File: config.mk
export PLATFORM = sky130hd
export DESIGN_NAME = uart_bridge
export DESIGN_NICKNAME = d
export VERILOG_FILES = /design/src/logic/uart_pkg.sv /design/src/logic/uart_tx.sv /design/src/logic/uart_rx.sv /design/src/logic/uart_cmd_seq.sv /design/src/logic/uart_bridge.sv
export VERILOG_INCLUDE_DIRS = /design/src /design/src/include
export SDC_FILE = /design/constraint.sdc
export NUM_CORES = 1
export LEC_CHECK = 0
export BUFFER_PORTS_ARGS = -buffer_cell sky130_fd_sc_hd__buf_4
export CORE_UTILIZATION = 53
export CTS_BUF_LIST = sky130_fd_sc_hd__clkbuf_8 sky130_fd_sc_hd__clkbuf_16
export DETAILED_ROUTE_END_ITERATION = 7
export GPL_ROUTABILITY_DRIVEN = 0
export PLACE_DENSITY_LB_ADDON = 0.15
export SLEW_MARGIN = 20
export SYNTH_ARGS = -nofsm -noshare
export SYNTH_HDL_FRONTEND = slang
export SYNTH_SLANG_ARGS = --single-unit
File: constraint.sdc
create_clock -name clk -period 2.2 [get_ports clk]
set_clock_uncertainty 0.15 [all_clocks]
set_input_delay 0.66 -clock clk [delete_from_list [all_inputs] [get_ports clk]]
set_output_delay 0.66 -clock clk [all_outputs]
set_load 0.03 [all_outputs]
File: src/include/uart_consts.svh
`ifndef UART_CONSTS_SVH
`define UART_CONSTS_SVH

// clock cycles per serial bit
`define UART_BIT_CYCLES 8

// idle cycles on tx between the high and the low command frame
`define UART_GAP_CYCLES 4

// cycles to wait for the start bit of a read reply
`define UART_REPLY_TIMEOUT 200

`endif

File: src/logic/uart_pkg.sv
`default_nettype none

package uart_pkg;

  // host command, bit 15 is the write flag
  typedef struct packed {
    logic       write;
    logic [6:0] addr;
    logic [7:0] data;
  } uart_cmd_t;

  // one received frame with its line checks
  typedef struct packed {
    logic [7:0] data;
    logic       parity_err;
    logic       stop_err;
  } uart_rx_frame_t;

  // result of a read command
  typedef struct packed {
    logic [7:0] data;
    logic       err;  // parity, stop or timeout
  } uart_read_t;

endpackage

`default_nettype wire

File: src/logic/uart_tx.sv
`timescale 1ns/1ps
`default_nettype none

`include "uart_consts.svh"

module uart_tx #(
  parameter int BIT_CYCLES = `UART_BIT_CYCLES
) (
  input  logic       clk,
  input  logic       rst_n,
  input  logic       tx_start,
  input  logic [7:0] tx_byte,
  output logic       tx,
  output logic       tx_busy
);

  localparam int CNT_W = $clog2(BIT_CYCLES + 1);

  logic [CNT_W-1:0] baud_cnt;
  logic [3:0]       bit_idx;   // 0 start, 1..8 data, 9 parity, 10 stop
  logic [9:0]       shift_q;   // bits still to go after the start bit
  logic             bit_end;

  assign bit_end = (baud_cnt == CNT_W'(BIT_CYCLES - 1));

  always_ff @(posedge clk or negedge rst_n)
  begin
    if (!rst_n)
    begin
      tx       <= 1'b1;
      tx_busy  <= 1'b0;
      baud_cnt <= '0;
      bit_idx  <= '0;
    end
    else if (!tx_busy)
    begin
      if (tx_start)
      begin
        tx       <= 1'b0;  // start bit
        tx_busy  <= 1'b1;
        baud_cnt <= '0;
        bit_idx  <= '0;
      end
    end
    else if (bit_end)
    begin
      baud_cnt <= '0;
      if (bit_idx == 4'd10)
      begin
        // stop bit done, line stays high
        tx      <= 1'b1;
        tx_busy <= 1'b0;
      end
      else
      begin
        bit_idx <= bit_idx + 4'd1;
        tx      <= shift_q[0];
      end
    end
    else
    begin
      baud_cnt <= baud_cnt + 1'b1;
    end
  end

  // stop, odd parity, data lsb first
  always_ff @(posedge clk)
  begin
    if (!tx_busy && tx_start)
    begin
      shift_q <= {1'b1, ~^tx_byte, tx_byte};
    end
    else if (tx_busy && bit_end)
    begin
      shift_q <= {1'b1, shift_q[9:1]};
    end
  end

endmodule

`default_nettype wire

File: src/logic/uart_rx.sv
`timescale 1ns/1ps
`default_nettype none

`include "uart_consts.svh"

module uart_rx #(
  parameter int BIT_CYCLES = `UART_BIT_CYCLES
) (
  input  logic                     clk,
  input  logic                     rst_n,
  input  logic                     rx,
  output uart_pkg::uart_rx_frame_t rx_frame,
  output logic                     rx_vld,
  output logic                     rx_active
);

  import uart_pkg::*;

  localparam int CNT_W     = $clog2(BIT_CYCLES + 1);
  // preload so the first tick lands half a bit after the start edge
  localparam int HALF_LOAD = BIT_CYCLES - BIT_CYCLES / 2;

  logic             rx_s1;
  logic             rx_s2;
  logic             rx_d;
  logic             active;
  logic [CNT_W-1:0] baud_cnt;
  logic [3:0]       bit_idx;
  logic [7:0]       data_sh;
  logic             par_err_q;
  logic             start_edge;
  logic             tick;
  uart_rx_frame_t   frame_d;

  assign start_edge = rx_d & ~rx_s2;
  assign tick       = active && (baud_cnt == CNT_W'(BIT_CYCLES - 1));
  assign rx_active  = active;
  assign frame_d    = '{data: data_sh, parity_err: par_err_q, stop_err: ~rx_s2};

  // two-flop synchronizer plus one stage for the edge detect, idle high
  always_ff @(posedge clk or negedge rst_n)
  begin
    if (!rst_n)
    begin
      rx_s1 <= 1'b1;
      rx_s2 <= 1'b1;
      rx_d  <= 1'b1;
    end
    else
    begin
      rx_s1 <= rx;
      rx_s2 <= rx_s1;
      rx_d  <= rx_s2;
    end
  end

  always_ff @(posedge clk or negedge rst_n)
  begin
    if (!rst_n)
    begin
      active   <= 1'b0;
      baud_cnt <= '0;
      bit_idx  <= '0;
      rx_vld   <= 1'b0;
    end
    else
    begin
      rx_vld <= 1'b0;
      if (!active)
      begin
        if (start_edge)
        begin
          active   <= 1'b1;
          baud_cnt <= CNT_W'(HALF_LOAD);
          bit_idx  <= '0;
        end
      end
      else if (tick)
      begin
        baud_cnt <= '0;
        if (bit_idx == 4'd0 && rx_s2)
        begin
          active <= 1'b0;  // glitch, not a real start bit
        end
        else if (bit_idx == 4'd10)
        begin
          active <= 1'b0;
          rx_vld <= 1'b1;
        end
        else
        begin
          bit_idx <= bit_idx + 4'd1;
        end
      end
      else
      begin
        baud_cnt <= baud_cnt + 1'b1;
      end
    end
  end

  always_ff @(posedge clk)
  begin
    if (tick)
    begin
      if (bit_idx inside {[4'd1:4'd8]})
      begin
        data_sh <= {rx_s2, data_sh[7:1]};  // lsb arrives first
      end
      if (bit_idx == 4'd9)
      begin
        par_err_q <= ~(^{data_sh, rx_s2});  // odd parity expected
      end
      if (bit_idx == 4'd10)
      begin
        rx_frame <= frame_d;
      end
    end
  end

endmodule

`default_nettype wire

File: src/logic/uart_cmd_seq.sv
`timescale 1ns/1ps
`default_nettype none

`include "uart_consts.svh"

module uart_cmd_seq #(
  parameter int GAP_CYCLES    = `UART_GAP_CYCLES,
  parameter int REPLY_TIMEOUT = `UART_REPLY_TIMEOUT
) (
  input  logic                     clk,
  input  logic                     rst_n,
  input  uart_pkg::uart_cmd_t      cmd,
  input  logic                     cmd_vld,
  output logic                     cmd_rdy,
  output logic                     tx_start,
  output logic [7:0]               tx_byte,
  input  logic                     tx_busy,
  input  uart_pkg::uart_rx_frame_t rx_frame,
  input  logic                     rx_vld,
  input  logic                     rx_active,
  output uart_pkg::uart_read_t     read,
  output logic                     read_vld
);

  import uart_pkg::*;

  localparam int GAP_W = $clog2(GAP_CYCLES + 1);
  localparam int TMO_W = $clog2(REPLY_TIMEOUT + 1);

  typedef enum logic [2:0] {
    S_IDLE,
    S_HI,
    S_HI_WAIT,
    S_GAP,
    S_LO_WAIT,
    S_REPLY
  } state_t;

  state_t           state;
  uart_cmd_t        cmd_q;
  logic [GAP_W-1:0] gap_cnt;
  logic [TMO_W-1:0] tmo_cnt;
  logic             tx_done;
  logic             tmo_hit;
  logic             reply_err;

  assign cmd_rdy   = (state == S_IDLE);
  // tx_busy only rises the cycle after the start pulse
  assign tx_done   = !tx_busy && !tx_start;
  assign tx_byte   = (state == S_GAP || state == S_LO_WAIT) ? cmd_q.data
                                                            : {cmd_q.write, cmd_q.addr};
  assign tmo_hit   = !rx_active && (tmo_cnt == TMO_W'(REPLY_TIMEOUT - 1));
  assign reply_err = rx_frame.parity_err | rx_frame.stop_err;

  always_ff @(posedge clk or negedge rst_n)
  begin
    if (!rst_n)
    begin
      state    <= S_IDLE;
      tx_start <= 1'b0;
      gap_cnt  <= '0;
      tmo_cnt  <= '0;
      read_vld <= 1'b0;
    end
    else
    begin
      tx_start <= 1'b0;
      read_vld <= 1'b0;
      case (state)
        S_IDLE:
        begin
          if (cmd_vld)
          begin
            state <= S_HI;
          end
        end
        S_HI:
        begin
          if (!tx_busy)
          begin
            tx_start <= 1'b1;
            state    <= S_HI_WAIT;
          end
        end
        S_HI_WAIT:
        begin
          if (tx_done)
          begin
            gap_cnt <= '0;
            state   <= S_GAP;
          end
        end
        S_GAP:
        begin
          if (gap_cnt == GAP_W'(GAP_CYCLES - 1) && !tx_busy)
          begin
            tx_start <= 1'b1;
            state    <= S_LO_WAIT;
          end
          else
          begin
            gap_cnt <= gap_cnt + 1'b1;
          end
        end
        S_LO_WAIT:
        begin
          if (tx_done)
          begin
            tmo_cnt <= '0;
            state   <= cmd_q.write ? S_IDLE : S_REPLY;
          end
        end
        S_REPLY:
        begin
          if (rx_vld || tmo_hit)
          begin
            read_vld <= 1'b1;
            state    <= S_IDLE;
          end
          else if (!rx_active)
          begin
            tmo_cnt <= tmo_cnt + 1'b1;  // paused while a frame is arriving
          end
        end
        default:
        begin
          state <= S_IDLE;
        end
      endcase
    end
  end

  always_ff @(posedge clk)
  begin
    if (state == S_IDLE && cmd_vld)
    begin
      cmd_q <= cmd;
    end
    if (state == S_REPLY)
    begin
      if (rx_vld)
      begin
        read <= '{data: rx_frame.data, err: reply_err};
      end
      else if (tmo_hit)
      begin
        read <= '{data: 8'h00, err: 1'b1};  // no reply seen
      end
    end
  end

endmodule

`default_nettype wire

File: src/logic/uart_bridge.sv
`timescale 1ns/1ps
`default_nettype none

`include "uart_consts.svh"

module uart_bridge #(
  parameter int BIT_CYCLES    = `UART_BIT_CYCLES,
  parameter int GAP_CYCLES    = `UART_GAP_CYCLES,
  parameter int REPLY_TIMEOUT = `UART_REPLY_TIMEOUT
) (
  input  logic                 clk,
  input  logic                 rst_n,
  input  uart_pkg::uart_cmd_t  cmd,
  input  logic                 cmd_vld,
  output logic                 cmd_rdy,
  input  logic                 rx,
  output logic                 tx,
  output uart_pkg::uart_read_t read,
  output logic                 read_vld
);

  logic                     tx_start;
  logic [7:0]               tx_byte;
  logic                     tx_busy;
  uart_pkg::uart_rx_frame_t rx_frame;
  logic                     rx_vld;
  logic                     rx_active;

  uart_cmd_seq #(
    .GAP_CYCLES   (GAP_CYCLES),
    .REPLY_TIMEOUT(REPLY_TIMEOUT)
  ) u_seq (
    .clk      (clk),
    .rst_n    (rst_n),
    .cmd      (cmd),
    .cmd_vld  (cmd_vld),
    .cmd_rdy  (cmd_rdy),
    .tx_start (tx_start),
    .tx_byte  (tx_byte),
    .tx_busy  (tx_busy),
    .rx_frame (rx_frame),
    .rx_vld   (rx_vld),
    .rx_active(rx_active),
    .read     (read),
    .read_vld (read_vld)
  );

  uart_tx #(
    .BIT_CYCLES(BIT_CYCLES)
  ) u_tx (
    .clk     (clk),
    .rst_n   (rst_n),
    .tx_start(tx_start),
    .tx_byte (tx_byte),
    .tx      (tx),
    .tx_busy (tx_busy)
  );

  uart_rx #(
    .BIT_CYCLES(BIT_CYCLES)
  ) u_rx (
    .clk      (clk),
    .rst_n    (rst_n),
    .rx       (rx),
    .rx_frame (rx_frame),
    .rx_vld   (rx_vld),
    .rx_active(rx_active)
  );

endmodule

`default_nettype wire

# Word-level counts from Yosys, hierarchy flattened
# Cells that the tools add are included.
# classes
n_reduce_logical,34
addsub,6
eq_ne,26
magnitude_cmp,2
n_mux,56
bitwise,4
# op_table
op,n
$mux 4,14
$mux 9,4
$mux 8,4
$mux 3,9
$ne 2x2->1 const B,11
$mux 1,21
$pmux 3 s6,1
$add 4x1->4 const B,4
$pmux 8 s2,1
$eq 4x4->1 const B,3
$reduce_bool 2->1,6
$reduce_and 2->1,5
$eq 3x2->1 const B,3
$logic_and 1x1->1,9
$reduce_xor 9->1,1
$add 8x1->8 const B,1
$eq 4x3->1 const B,2
$eq 8x8->1 const B,1
$reduce_and 4->1,2
$reduce_xnor 8->1,1
$eq 3x3->1 const B,2
$ne 2x1->1 const B,3
$pmux 3 s2,1
$reduce_and 3->1,2
other kinds (13),17
# totals
register_bits,92
elab_cells,155

# Depth between registers and ports, before layout
# depth
depth_word,5
ltp_mapped,7
mapped_depth_nobuf,7

# By module
# Synthesis repeated with hierarchy kept, for this count alone.
# unflattened
hier_cells,332
area_unflattened_um2,4280.4
# by_module_without_submodules
mod,n_inst,cells_each,area_per_inst_um2
uart_cmd_seq,1,151,1905.6
uart_rx,1,98,1358.8
uart_tx,1,83,1016.0

# Worst setup path before layout
# No wires, ideal clock.
# synth_path
path_kind,register -> register
startpoint,reg u_seq.state[2]
endpoint,"reg u_seq.cmd_q[0] (netlist name), enable pin"
arrival_time_ns,1.825
stages_incl_launch_ff,4
path_buffers,1
period_less_slack_ns,2.349
required_time_ns,1.676
setup_ns,0.374
setup_slack_ns,-0.149
cell_sequence,dfrtp_1 > buf_2 > nor3_1 > and2_1
# synth_between
elab_chain_cells,2
# synth_lines
element,line_no,text
from (decl),uart_cmd_seq.sv:39,state_t state;
from (signal assigned),uart_cmd_seq.sv:110,state <= cmd_q.write ? S_IDLE : S_REPLY;
$logic_not 3->1,n/a,
net cmd_rdy,uart_bridge.sv:15,"output logic cmd_rdy,"
$logic_and 1x1->1,uart_cmd_seq.sv:135,if (state == S_IDLE && cmd_vld)
to (signal assigned),uart_cmd_seq.sv:137,cmd_q <= cmd;
to (decl),uart_cmd_seq.sv:40,uart_cmd_t cmd_q;
# The timed path passes the listed nets, and every way through them passes these cells.
# A chain may end at the register's enable or synchronous reset.

# Final worst setup path
# layout_path
startpoint,reg u_seq.state[2]
endpoint,out cmd_rdy
# layout_between
elab_chain_cells,1
# layout_lines
element,line_no,text
$logic_not 3->1,uart_cmd_seq.sv:47,assign cmd_rdy = (state == S_IDLE);
to (decl),uart_bridge.sv:15,
# No other way between the ends.

==> run_results.csv <==
group,metric,value,unit
power,sequential_share_of_power,51.4,%
critical_path,setup.worst_path.start,"u_seq.state[2]",
sta,rsz0062_at_grt,"false",
synthesis,post_synthesis_cell_count,328,
critical_path,timing.critical_path.slowest_cell_delay,0.50,ns
synthesis,biggest_area_consumer_among_synthesized_cells,"edfxtp_1",
power,power.share.switching,32.0,%
floorplan,num_io_pins,32,
routing,detail_route.iter0.violations,117,
finish,drive_gt1_share,17.1,%
sta,relative_slew_slack,64.0,%
sta,max_freq,471,MHz
synthesis,synth_ff_type,"edfxtp_1",
sta,setup_violations,0,
floorplan,initial_core_util,55.3,%
floorplan,dieWidth,89.4,µm
floorplan,fp-row-count,31,
critical_path,timing.critical_path.buf_inv,1,
power,p_int,0.00337,W
synthesis,yosys_register_bits,92,
place,port_buf_inserts,31,
power,comb_power_share,27.1,%
critical_path,critPathTopFamily,"flip-flops",
sta,finalHoldViolCount,0,
synthesis,yosysMostFrequentCell,"edfxtp_1",
clock_tree,cts_root_buf,"clkbuf_8",
synthesis,synth.top_cells.by_area,"edfxtp_1 39%, dfrtp_1 22%, xnor2_1 4.8%",
power,leakage,1.94,nW
synthesis,synth_edf_count,53,
clock_tree,cts.clk_slew.worst_paths,0.09,ns
sta,post_route_setup_slack,0.0781,ns
synthesis,synth.distinct_cells,44,
sta,setup_tns,0,ns
synthesis,postSynth.asyncResetShare,42.4,%
routing,drt_pre_antenna_iters,4,
global_routing,grt_first_pass_wirelength,10.4,mm
clock_tree,worstSkewPairLatency,0.35,ns
finish,area_delta_synth_final,14.4,%
floorplan,fp.dieArea,8000,µm²
clock_tree,cts-hold-fix-buffers,0,
finish,antenna_cells_inserted,0,
global_routing,globalRouteOverflowTotal,0,
routing,routedWlPerCell,13.0,µm
flow_run,drv_cap,0,
finish,fin_nets,401,
synthesis,seq_area_frac_synth,63.5,%
clock_tree,max-clock-path-buffers,2,
floorplan,die_height,89.4,µm
clock_tree,cts_setup_buffers,0,
worst_hold_path,worst_hold_path_type,"input port to asynchronous set/reset pin",
sta,timing_max_transition_violations_final,0,
place,hpwlAfterDp,4.30,mm
sta,max_slew.worst_pin.slew,0.540,ns
critical_path,worst_r2r_startpoint,"u_seq.tmo_cnt[0]",
routing,post-route-drc-count,0,
synthesis,synthTopCellsByCount,"53 x edfxtp_1, 35 x dfrtp_1, 33 x nand2_1",
clock_tree,clock_tree_from_tritoncts,"done",
routing,ant_nets,0,
routing,postRouteWirelength,6.16,mm
critical_path,ordered_cell_list_for_the_critical_path,"nor3_2 > buf_4",
synthesis,yosys_warnings,0,
clock_tree,cts_resized,0,
critical_path,critPathLaunchType,"register",
routing,post_drt_via_cell_ratio,5.10,
synthesis,netlist_area_before_placement,4050,µm²
critical_path,crit_path_end_kind,"output port",
clock_tree,ctsHtreeMaxLevel,3,
power,power.density,1070,nW/µm²
place,place_ws,0.111,ns
synthesis,postSynthNetCount,359,
critical_path,worstPathArrival,1.31,ns
clock_tree,cts_sinks,92,
sta,worst_hold_slack,0.115,ns
synthesis,syn_area_per_cell,12.4,µm²
critical_path,peak_fanout_along_the_critical_path,11,
sta,final_period_utilization,96.5,%
power,peakVddDrop,546,µV
global_routing,vias_in_the_first_global_route,2308,
critical_path,crit_required,1.39,ns
global_routing,initial_antenna_violation_count,0,
power,clock_power_share,21.6,%
critical_path,cp_slowest_cell,"dfrtp_1",
routing,dr_total_vias,2417,
critical_path,timing.setup.critical_path_class,"register to output port",
power,p_switching,0.00159,W
global_routing,grt_start_max_net_pins,40,
sta,finalCriticalPeriod,2.12,ns
status,result_of_the_run,"finished, final reports clean",
floorplan,design.core.area,7330,µm²
synthesis,post-synth-top-area-fraction,39.3,%
global_routing,grt_util_all_layers,17.6,%
clock_tree,cts_inserted_buffers,9,
[worst paths after layout]
kind / to / slack, ns / cells past startpoint
setup / recovery: cmd_rdy / 0.08 / 2
hold reg to reg: u_rx.rx_s2 / 0.21 / 0
setup reg to reg: u_seq.read[6] / 0.11 / 6
min in group clk: u_rx.rx_s2 / 0.21 / 0
max in group asynchronous: u_rx.rx_s1 / 1.40 / 1
hold / removal: u_tx.baud_cnt[1] / 0.11 / 1
[routing by layer]
| layer | GRT usage (%) | vias up | share of wire [%] | wire (µm) |
|---|---|---|---|---|
| li1 | - | 1241 | - | - |
| met5 | 0 | - | 0 | 0 |
| met1 | 24.7 | 1132 | 50 | 3080 |
| met3 | 3.05 | 10 | 2.6 | 163 |
| met4 | 9.52 | 0 | 2.1 | 129 |
| met2 | 26.2 | 34 | 45 | 2790 |
[power groups by stage]
stage	clock (W)	combinational (W)	sequential (W)
2_1_floorplan	0	0.00112	0.00245
3_3_place_gp	0	0.00131	0.00256
3_5_place_dp	0	0.00135	0.00257
4_1_cts	0.00110	0.00136	0.00254
5_1_grt	0.00116	0.00154	0.00260
6_report	0.00107	0.00134	0.00254
[final cells by class]
| class | count | area (µm²) |
|---|---|---|
| flip-flops and latches | 92 | 2570 |
| inverters | 11 | 41.3 |
| clock buffers | 9 | 124 |
| well taps | 99 | 124 |
| clock inverters | 7 | 62.6 |
| multi-input cells | 215 | 1390 |
| repair buffers | 41 | 320 |
| fillers | 554 | 2700 |
[placed cells by master, fill, tap and decap left out, drive strengths merged, types with 8 or more instances in the layout]
cell / n
a21oi: 8
and2: 10
buf: 41
clkbuf: 9
dfrtp: 35
edfxtp: 53
ha: 11
inv: 14
mux2i: 8
nand2: 33
nand3: 10
nor2: 22
o21ai: 24
xnor2: 22
xor2: 12
[stage by stage]
step	cell area, µm²	instances	utilization (%)	total power, W
6_report	4640	474	63.2	0.00495
3_3_place_gp	4450	458	60.7	0.00387
3_5_place_dp	4450	458	60.7	0.00392
4_1_cts	4640	474	63.2	0.00499
2_1_floorplan	4060	328	-	0.00357
5_1_grt	4640	474	63.2	0.00530
[cells by family after synthesis]
kind of cell             after synthesis  synth area share (%)
multiplexers                           9                  2.25
AO/OA/AOI/OAI                         49                  7.38
AND/OR/NAND/NOR                      112                  13.8
XOR/XNOR                              34                  7.35
buffers and inverters                 21                  2.35
flip-flops                            92                  63.5
adder cells (fa/ha/maj)               11                  3.40
[state kept, by name (all words and copies together) (netlist names), 8 cells and up]
signal,flops
u_seq.cmd_q,16
u_rx.rx_frame,10
u_seq.read,9
u_tx.shift_q,9
u_rx.data_sh,8
u_seq.tmo_cnt,8
No activity file was read; power rests on OpenSTA's default activity.
